<file path="src/axi_slice_pkg.sv">
`default_nettype none

package axi_slice_pkg;

    ////////////////////////////////////////////////////////////
    // Widths and memory geometry
    ////////////////////////////////////////////////////////////

    localparam int ADDR_W    = 32;
    localparam int DATA_W    = 32;
    localparam int STRB_W    = DATA_W / 8;
    localparam int ID_W      = 4;
    localparam int LEN_W     = 4;  // AXI3 bursts are at most 16 beats.
    localparam int MEM_WORDS = 256;
    localparam int IDX_W     = $clog2(MEM_WORDS);

    // First byte address that lies outside the memory.
    localparam logic [ADDR_W-1:0] MEM_LIMIT = ADDR_W'(MEM_WORDS * 4);

    typedef enum logic [1:0] {
        resp_okay   = 2'b00,
        resp_slverr = 2'b10
    } resp_t;

    typedef enum logic [1:0] {
        slice_bypass,
        slice_forward,
        slice_reverse,
        slice_full
    } reg_slice_mode_t;

    localparam reg_slice_mode_t SLICE_MODE = slice_full;

    // Modes with a registered forward path also delay the peripheral reset.
    function automatic int reset_stages(input reg_slice_mode_t mode);
        case (mode)
            slice_bypass, slice_reverse : return 0;
            default                     : return 1;
        endcase
    endfunction

    ////////////////////////////////////////////////////////////
    // Channel payloads
    ////////////////////////////////////////////////////////////

    typedef struct packed {
        logic [ID_W-1:0]   id;
        logic [ADDR_W-1:0] addr;
        logic [LEN_W-1:0]  len;
        logic [2:0]        size;
        logic [1:0]        burst;
    } axi3_aw_t;

    typedef struct packed {
        logic [ID_W-1:0]   id;
        logic [ADDR_W-1:0] addr;
        logic [LEN_W-1:0]  len;
        logic [2:0]        size;
        logic [1:0]        burst;
    } axi3_ar_t;

    typedef struct packed {
        logic [ID_W-1:0]   id;
        logic [DATA_W-1:0] data;
        logic [STRB_W-1:0] strb;
        logic              last;
    } axi3_w_t;

    typedef struct packed {
        logic [ID_W-1:0] id;
        resp_t           resp;
    } axi3_b_t;

    typedef struct packed {
        logic [ID_W-1:0]   id;
        logic [DATA_W-1:0] data;
        resp_t             resp;
        logic              last;
    } axi3_r_t;

endpackage

`default_nettype wire

</file>
<file path="src/axi_channel_slice.sv">
`timescale 1ns/10ps
`default_nettype none

module axi_channel_slice #(
    parameter type payload_t = logic,
    parameter axi_slice_pkg::reg_slice_mode_t mode = axi_slice_pkg::slice_full
) (
    input  logic     aclk,
    input  logic     rst,
    input  logic     in_valid,
    output logic     in_ready,
    input  payload_t in_data,
    output logic     out_valid,
    input  logic     out_ready,
    output payload_t out_data
);

    generate
        if (mode == axi_slice_pkg::slice_bypass) begin : g_bypass
            assign out_valid = in_valid;
            assign out_data  = in_data;
            assign in_ready  = out_ready;
        end else if (mode == axi_slice_pkg::slice_forward) begin : g_forward
            logic     valid_q;
            payload_t data_q;

            assign in_ready  = !valid_q || out_ready;  // Accept when empty or draining.
            assign out_valid = valid_q;
            assign out_data  = data_q;

            always_ff @(posedge aclk) begin
                if (rst) begin
                    valid_q <= 1'b0;
                end else if (in_ready) begin
                    valid_q <= in_valid;
                end
            end

            always_ff @(posedge aclk) begin
                if (in_valid && in_ready) begin
                    data_q <= in_data;
                end
            end
        end else if (mode == axi_slice_pkg::slice_reverse) begin : g_reverse
            logic     skid_valid;
            logic     ready_q;
            logic     load_skid;
            payload_t skid_data;

            // A payload is parked only when the output stalls on a new input.
            assign load_skid = !skid_valid && in_valid && ready_q && !out_ready;
            assign in_ready  = ready_q;
            assign out_valid = skid_valid || (in_valid && ready_q);
            assign out_data  = skid_valid ? skid_data : in_data;

            always_ff @(posedge aclk) begin
                if (rst) begin
                    skid_valid <= 1'b0;
                    ready_q    <= 1'b0;
                end else if (skid_valid) begin
                    if (out_ready) begin
                        skid_valid <= 1'b0;
                        ready_q    <= 1'b1;
                    end
                end else if (load_skid) begin
                    skid_valid <= 1'b1;
                    ready_q    <= 1'b0;
                end else begin
                    ready_q <= 1'b1;
                end
            end

            always_ff @(posedge aclk) begin
                if (load_skid) begin
                    skid_data <= in_data;
                end
            end
        end else begin : g_full
            logic     main_valid;
            logic     skid_valid;
            logic     ready_q;
            logic     in_fire;
            logic     load_skid;
            logic     load_main;
            payload_t main_data;
            payload_t skid_data;

            assign in_fire   = in_valid && ready_q;
            assign load_skid = in_fire && main_valid && !out_ready;  // Main slot is stuck.
            assign load_main = in_fire && !load_skid;
            assign in_ready  = ready_q;
            assign out_valid = main_valid;
            assign out_data  = main_data;

            always_ff @(posedge aclk) begin
                if (rst) begin
                    main_valid <= 1'b0;
                    skid_valid <= 1'b0;
                    ready_q    <= 1'b0;
                end else if (skid_valid) begin
                    if (out_ready) begin
                        skid_valid <= 1'b0;  // Skid moves into the main slot.
                        ready_q    <= 1'b1;
                    end
                end else if (load_skid) begin
                    skid_valid <= 1'b1;
                    ready_q    <= 1'b0;
                end else begin
                    ready_q <= 1'b1;
                    if (load_main) begin
                        main_valid <= 1'b1;
                    end else if (out_ready) begin
                        main_valid <= 1'b0;
                    end
                end
            end

            always_ff @(posedge aclk) begin
                if (skid_valid && out_ready) begin
                    main_data <= skid_data;
                end else if (load_main) begin
                    main_data <= in_data;
                end
                if (load_skid) begin
                    skid_data <= in_data;
                end
            end
        end
    endgenerate

endmodule

`default_nettype wire

</file>
<file path="src/axi3_reg_slice.sv">
`timescale 1ns/10ps
`default_nettype none

module axi3_reg_slice (
    input  logic                    aclk,
    input  logic                    rst,
    input  axi_slice_pkg::axi3_aw_t s_aw,
    input  logic                    s_aw_valid,
    output logic                    s_aw_ready,
    input  axi_slice_pkg::axi3_w_t  s_w,
    input  logic                    s_w_valid,
    output logic                    s_w_ready,
    output axi_slice_pkg::axi3_b_t  s_b,
    output logic                    s_b_valid,
    input  logic                    s_b_ready,
    input  axi_slice_pkg::axi3_ar_t s_ar,
    input  logic                    s_ar_valid,
    output logic                    s_ar_ready,
    output axi_slice_pkg::axi3_r_t  s_r,
    output logic                    s_r_valid,
    input  logic                    s_r_ready,
    output axi_slice_pkg::axi3_aw_t m_aw,
    output logic                    m_aw_valid,
    input  logic                    m_aw_ready,
    output axi_slice_pkg::axi3_w_t  m_w,
    output logic                    m_w_valid,
    input  logic                    m_w_ready,
    input  axi_slice_pkg::axi3_b_t  m_b,
    input  logic                    m_b_valid,
    output logic                    m_b_ready,
    output axi_slice_pkg::axi3_ar_t m_ar,
    output logic                    m_ar_valid,
    input  logic                    m_ar_ready,
    input  axi_slice_pkg::axi3_r_t  m_r,
    input  logic                    m_r_valid,
    output logic                    m_r_ready,
    output logic                    mem_rst
);

    ////////////////////////////////////////////////////////////
    // Request channels, controller to peripheral
    ////////////////////////////////////////////////////////////

    axi_channel_slice #(
        .payload_t ( axi_slice_pkg::axi3_aw_t ),
        .mode      ( axi_slice_pkg::SLICE_MODE )
    ) u_aw_slice (
        .aclk      ( aclk ),
        .rst       ( rst ),
        .in_valid  ( s_aw_valid ),
        .in_ready  ( s_aw_ready ),
        .in_data   ( s_aw ),
        .out_valid ( m_aw_valid ),
        .out_ready ( m_aw_ready ),
        .out_data  ( m_aw )
    );

    axi_channel_slice #(
        .payload_t ( axi_slice_pkg::axi3_w_t ),
        .mode      ( axi_slice_pkg::SLICE_MODE )
    ) u_w_slice (
        .aclk      ( aclk ),
        .rst       ( rst ),
        .in_valid  ( s_w_valid ),
        .in_ready  ( s_w_ready ),
        .in_data   ( s_w ),
        .out_valid ( m_w_valid ),
        .out_ready ( m_w_ready ),
        .out_data  ( m_w )
    );

    axi_channel_slice #(
        .payload_t ( axi_slice_pkg::axi3_ar_t ),
        .mode      ( axi_slice_pkg::SLICE_MODE )
    ) u_ar_slice (
        .aclk      ( aclk ),
        .rst       ( rst ),
        .in_valid  ( s_ar_valid ),
        .in_ready  ( s_ar_ready ),
        .in_data   ( s_ar ),
        .out_valid ( m_ar_valid ),
        .out_ready ( m_ar_ready ),
        .out_data  ( m_ar )
    );

    ////////////////////////////////////////////////////////////
    // Response channels, peripheral to controller
    ////////////////////////////////////////////////////////////

    axi_channel_slice #(
        .payload_t ( axi_slice_pkg::axi3_b_t ),
        .mode      ( axi_slice_pkg::SLICE_MODE )
    ) u_b_slice (
        .aclk      ( aclk ),
        .rst       ( rst ),
        .in_valid  ( m_b_valid ),
        .in_ready  ( m_b_ready ),
        .in_data   ( m_b ),
        .out_valid ( s_b_valid ),
        .out_ready ( s_b_ready ),
        .out_data  ( s_b )
    );

    axi_channel_slice #(
        .payload_t ( axi_slice_pkg::axi3_r_t ),
        .mode      ( axi_slice_pkg::SLICE_MODE )
    ) u_r_slice (
        .aclk      ( aclk ),
        .rst       ( rst ),
        .in_valid  ( m_r_valid ),
        .in_ready  ( m_r_ready ),
        .in_data   ( m_r ),
        .out_valid ( s_r_valid ),
        .out_ready ( s_r_ready ),
        .out_data  ( s_r )
    );

    // The peripheral leaves reset in step with the slice registers.
    generate
        if (axi_slice_pkg::reset_stages(axi_slice_pkg::SLICE_MODE) == 0) begin : g_rst_direct
            assign mem_rst = rst;
        end else begin : g_rst_pipe
            localparam int STAGES = axi_slice_pkg::reset_stages(axi_slice_pkg::SLICE_MODE);

            logic [STAGES-1:0] rst_pipe;

            always_ff @(posedge aclk) begin
                rst_pipe[0] <= rst;
                for (int i = 1; i < STAGES; i++) begin
                    rst_pipe[i] <= rst_pipe[i-1];
                end
            end

            assign mem_rst = rst_pipe[STAGES-1];
        end
    endgenerate

endmodule

`default_nettype wire

</file>
<file path="config.mk">
export PLATFORM = sky130hd
export DESIGN_NAME = axi3_reg_slice
export DESIGN_NICKNAME = d
export VERILOG_FILES = /design/src/axi_slice_pkg.sv /design/src/axi_channel_slice.sv /design/src/axi3_reg_slice.sv
export SDC_FILE = /design/constraint.sdc
export NUM_CORES = 1
export LEC_CHECK = 0
export ABC_AREA = 1
export BUFFER_PORTS_ARGS = -buffer_cell sky130_fd_sc_hd__buf_2
export CAP_MARGIN = 0
export CORE_MARGIN = 5
export CORE_UTILIZATION = 45
export DETAILED_ROUTE_END_ITERATION = 12
export GPL_ROUTABILITY_DRIVEN = 0
export PLACE_DENSITY = 0.69
export SYNTH_ARGS = -nofsm -noshare
export SYNTH_HDL_FRONTEND = slang
export SYNTH_SLANG_ARGS = --single-unit
</file>
<file path="constraint.sdc">
create_clock -name aclk -period 3.9 [get_ports aclk]
set_clock_uncertainty 0.15 [all_clocks]
set_input_delay 0.39 -clock aclk [delete_from_list [all_inputs] [get_ports aclk]]
set_output_delay 0.39 -clock aclk [all_outputs]
set_load 0.05 [all_outputs]
</file>
After elaboration in Yosys (flattened, before gate mapping) --
Cells that the tools add are included.
Cells by class: equality and inequality tests 5, $add $sub $neg 0, multipliers 0, reductions and logical operators 50, muxes and demuxes 50, magnitude comparators 0, div/mod/pow operators 0, bitwise logic cells 10, shift operators 0
Operator list (count):
- $mux 45 | 4
- $mux 41 | 2
- $mux 39 | 2
- $mux 1 | 40
- $logic_and 1x1->1 | 25
- $reduce_bool 2->1 | 10
- $reduce_and 3->1 | 5
- $mux 6 | 2
- $logic_not 1->1 | 10
- $ne 2x2->1 const B | 5
- $not 1->1 | 10
Storage, ports and cells: logic and storage cells 171, bits in writable memories 0, latch bits 0, bits in read-only memories 0, memories kept 0, register bits 368

Depth between registers and ports, before layout --
depth after elaboration 7, mapped depth 5, depth with buffers taken out 5

Modules after synthesis --
From an unflattened synthesis, not the netlist that was laid out.
Second synthesis, totals: cell total of the unflattened synthesis 1039, area total of the unflattened synthesis 13940.9 µm²
Modules (own cells, without submodules):
- axi_channel_slice (u_ar_slice ...) | area each 3479.6 µm², instances 2, cells an instance 259
- axi_channel_slice (u_w_slice) | area each 3255.6 µm², instances 1, cells an instance 239
- axi_channel_slice (u_r_slice) | area each 3078.0 µm², instances 1, cells an instance 229
- axi_channel_slice (u_b_slice) | area each 628.1 µm², instances 1, cells an instance 52
- axi3_reg_slice | area each 20.0 µm², instances 1, cells an instance 1

Worst setup path before layout --
No wires, ideal clock.
kind register -> register, from register u_ar_slice.g_full.ready_q, in the netlist u_ar_slice.in_ready, to register u_ar_slice.g_full.main_data, in the netlist u_ar_slice.out_data[0] (enable), setup time 0.462 ns, buffers on the path 0, data required time 3.288 ns, arrival 3.036 ns, setup slack 0.252 ns, stages on the path, launching flop included 3, cells stage by stage dfxtp_1 nand2_1 a21oi_1
On the way: cells in the longest elaborated chain, start to end 6
Ends and longest elaborated chain:
- from (decl) | line axi_channel_slice.sv:81 | logic ready_q;
- from (signal assigned) | line axi_channel_slice.sv:99 | ready_q <= 1'b0;
- from (signal assigned) | line axi_channel_slice.sv:103 | ready_q <= 1'b1;
- from (signal assigned) | line axi_channel_slice.sv:107 | ready_q <= 1'b0;
- $logic_and 1x1->1 (*) | line axi_channel_slice.sv:88 | assign in_fire = in_valid && ready_q;
- $logic_and 1x1->1 (2 in a row) | line axi_channel_slice.sv:89 | assign load_skid = in_fire && main_valid && !out_ready;
- $logic_not 1->1 | line axi_channel_slice.sv:90 | assign load_main = in_fire && !load_skid;
- $logic_and 1x1->1 (*) | line axi_channel_slice.sv:90
- $reduce_bool 2->1 (no source line) (*)
- to (signal assigned) | line axi_channel_slice.sv:120 | main_data <= skid_data;
- to (signal assigned) | line axi_channel_slice.sv:122 | main_data <= in_data;
- to (decl) | line axi_channel_slice.sv:85 | payload_t main_data;
Mark *: on every way between the ends. The rest lies on a longest branch, timed or not. A chain may end at the register's enable or synchronous reset.

Worst setup path after layout --
from input m_aw_ready, to register u_aw_slice.g_full.main_data, in the netlist u_aw_slice.out_data[27] (enable)
On the way: cells in the longest elaborated chain, start to end 5
Ends and longest elaborated chain:
- from (decl) | line axi3_reg_slice.sv:24 | input logic m_aw_ready,
- $logic_not 1->1 | line axi_channel_slice.sv:89
- $logic_and 1x1->1 | line axi_channel_slice.sv:89
- $logic_not 1->1 | line axi_channel_slice.sv:90
- $logic_and 1x1->1 | line axi_channel_slice.sv:90
- $reduce_bool 2->1 (no source line) (*)
- to (signal assigned) | line axi_channel_slice.sv:120
- to (signal assigned) | line axi_channel_slice.sv:122
- to (decl) | line axi_channel_slice.sv:85
Marks and branches as above.

==> impl_metrics.py <==
metrics = {
    "outcome": {
        "status": "completed",
    },
    "layout": {
        "fill_cells": 2242,
        "multi_input_area_um2": 2549,
        "seq_area_um2": 10890,
        "syn2layout_area_growth_pct": 38.55,
        "drive_gt1_share_pct": 28.78,
        "nets": 1777,
        "mostFrequentLayoutCells": "374 x nand2_1, 374 x buf_2, 352 x edfxtp_1",
    },
    "floorplan": {
        "die_width_um": 185.0,
        "die_area_um2": 34240,
        "num_rows": 64,
        "coreArea_um2": 30430,
        "initial_core_util_pct": 45.30,
        "die_h_um": 185.0,
        "io_pins": 375,
    },
    "clocking": {
        "cts_tree": "built",
        "cts_sinks": 368,
        "cts_resized": 0,
        "post_cts_buffers": 0,
        "clk_pin_slew_ns": 0.06,
        "root_buffer": "clkbuf_16",
        "hold_buffers": 176,
        "htree_levels": 2,
        "cts_buffers": 38,
        "clk_latency_ns": 0.52,
        "cts_max_path_buffers": 3,
    },
    "setup_path": {
        "rr_worst_depth": 4,
        "startpoint_type": "primary input",
        "r2r_slack_ns": 1.79,
        "worstSetupPathType": "primary input to register",
        "crit_slowest_cell": "buf_2",
        "worst-path-max-fanout": 48,
        "r2r_start": "u_w_slice.g_full.skid_valid",
        "cp_cell_sequence": "buf_2 > nand2_2 > buf_4 > a21oi_4 > buf_12",
        "crit_path_max_incr_delay_ns": 0.68,
        "rr_endpoint": "u_w_slice.out_data[30]",
        "worstPathRequired_ns": 3.96,
        "worst_ep_arrival_time_ns": 2.23,
        "endpoint_kind": "register",
    },
    "synth": {
        "synthAdderAreaFrac_pct": 0,
        "syn-cell-area_um2": 13790,
        "ys_seq_elements": 368,
        "avgSynthCellArea_um2": 13.26,
        "yosysSeqAreaShare_pct": 79.00,
        "synthMuxAreaShare_pct": 0,
        "synth_cell_type_count": 17,
        "yosys.area_share.simple_pct": 17.25,
        "synth.net_count": 1228,
        "synth_top_family_by_area": "simple AND/OR/NAND/NOR gates",
        "synth_xor_area_share_pct": 0,
        "synth-compound-area-share_pct": 0.9076,
        "syn_inst": 1040,
        "yosysWarnings": 0,
    },
    "global_routing": {
        "grt_pass1_vias": 9977,
        "antenna_found_initial": 4,
        "overflow": 0,
        "grt_max_degree": 50,
        "grt_pass1_wl_um": 53050,
        "groute.usage.overall_pct": 19.54,
    },
    "sta": {
        "period_needed_ns": 2.176,
        "rsz0062_at_grt": "false",
        "fmax_mhz": 459.7,
        "tightest_slew_ns": 0.9026,
        "relSlewSlack_pct": 39.83,
        "hold_viol": 0,
        "slew_viol_final": 0,
        "finalSetupViolations": 0,
        "min_period_over_period_pct": 55.78,
        "final.setup.tns_ns": 0,
        "hold-worst-slack_ns": 0.07375,
    },
    "power_and_ir_drop": {
        "combPwrFrac_pct": 9.9,
        "intPower_w": 0.006961,
        "vdd_drop_max_mv": 0.3644,
        "p_leak_nw": 8.000,
        "pwr_density_cell_nw_per_um2": 476.8,
        "finalPower_w": 0.009107,
        "seq_power_share_pct": 49.4,
        "sw_frac_of_total_pct": 23.56,
        "pwr-share-clk_pct": 40.7,
        "p_switching_w": 0.002146,
    },
    "worst_hold_path": {
        "min_from": "rst",
        "hold_path_end": "mem_rst",
        "hold_depth": 1,
        "hp-class": "primary input to register",
    },
    "detailed_routing": {
        "drcViolationCount": 0,
        "wl_um": 34770,
        "drtPass1Iterations": 6,
        "antenna_left": 0,
        "vias": 9993,
        "viasPerCell": 4.952,
        "drtIter0Drc": 626,
        "wl_per_cell_um": 17.23,
    },
    "job": {
        "maxCapViolations": 0,
    },
    "placed_design": {
        "dp_hpwl_um": 21860,
        "port-buffer-count": 374,
    },
}
## cells in the mapped netlist
cell | instances | area, um^2
or2_1 | 1 | 6.260
dfxtp_1 | 16 | 320.3
buf_4 | 11 | 82.58
nand2_1 | 374 | 1404
nor2_1 | 5 | 18.77
or2_0 | 2 | 12.51
o21ai_0 | 1 | 5.000
o21ai_1 | 4 | 20.02
a21oi_1 | 20 | 100.1
nand2_2 | 3 | 18.77
clkbuf_1 | 5 | 18.77
nand3_1 | 181 | 905.9
buf_2 | 43 | 215.2
or2_2 | 2 | 12.51
edfxtp_1 | 352 | 10570
inv_1 | 17 | 63.81
inv_2 | 3 | 11.26
## metrics by stage
stage               utilization, %  area, um^2  worst slack [ns]  std cells
finish                       62.77       19100             1.725       2018
global route                 62.77       19100             1.608       2018
CTS                          62.74       19090             1.763       2015
detailed placement           52.72       16040             1.216       1769
global placement             52.72       16040             1.242       1769
floorplan                        -       13790            0.2515       1040
## metal layers
layer,wire [um],GRT usage (%)
met1,13020,23.98
met2,17950,34.75
met3,2644,3.771
met4,1138,6.753
met5,7,0
## flip-flops by register name, summed over array words and instances, names as in the netlist, 6 cells and up
name	flops
u_ar_slice.g_full.skid_data	45
u_ar_slice.out_data	45
u_aw_slice.g_full.skid_data	45
u_aw_slice.out_data	45
u_b_slice.g_full.skid_data	6
u_b_slice.out_data	6
u_r_slice.g_full.skid_data	39
u_r_slice.out_data	39
u_w_slice.g_full.skid_data	41
u_w_slice.out_data	41
## worst max-delay path: cells and delay by family
family | cells | cell delay, ns
AO/OA/AOI/OAI | 1 | 0.48
buffers and inverters | 3 | 1.26
AND/OR/NAND/NOR | 1 | 0.05
## power groups by stage
| stage | combinational (W) | sequential (W) | clock (W) |
|---|---|---|---|
| 2_1_floorplan | 0.000166 | 0.00491 | 0 |
| 3_3_place_gp | 0.000750 | 0.00458 | 0 |
| 3_5_place_dp | 0.000761 | 0.00458 | 0 |
| 4_1_cts | 0.000901 | 0.00450 | 0.00378 |
| 5_1_grt | 0.000962 | 0.00451 | 0.00394 |
| 6_report | 0.000903 | 0.00450 | 0.00370 |
## layout make-up
| type | instances | share of cell area [%] |
|---|---|---|
| diodes | 3 | 0.03931 |
| flip-flops and latches | 368 | 57.02 |
| well taps | 396 | 2.594 |
| clock buffers | 38 | 4.979 |
| inverters | 20 | 0.3931 |
| clock inverters | 32 | 1.769 |
| repair buffers | 568 | 19.86 |
| multi-input cells | 593 | 13.34 |
## worst max path at each step
stage | to | from | slack [ns] | cells past startpoint
2_1_floorplan | u_ar_slice.out_data[0] | u_ar_slice.in_ready | 0.25 | 2
3_3_place_gp | u_aw_slice.out_data[28] | m_aw_ready | 1.24 | 5
3_5_place_dp | u_aw_slice.out_data[31] | m_aw_ready | 1.22 | 5
4_1_cts | u_aw_slice.out_data[16] | m_aw_ready | 1.76 | 5
5_1_grt | u_aw_slice.out_data[20] | m_aw_ready | 1.61 | 5
6_report | u_aw_slice.out_data[27] | m_aw_ready | 1.72 | 5
## kinds of logic (layout without fill, tap and decap cells)
logic type / after synthesis / after routing
compound gates: 25 / 25
buf+inv: 79 / 658
flops: 368 / 368
other cells: 0 / 3
simple gates: 568 / 568
(Power assumes the default switching activity.)
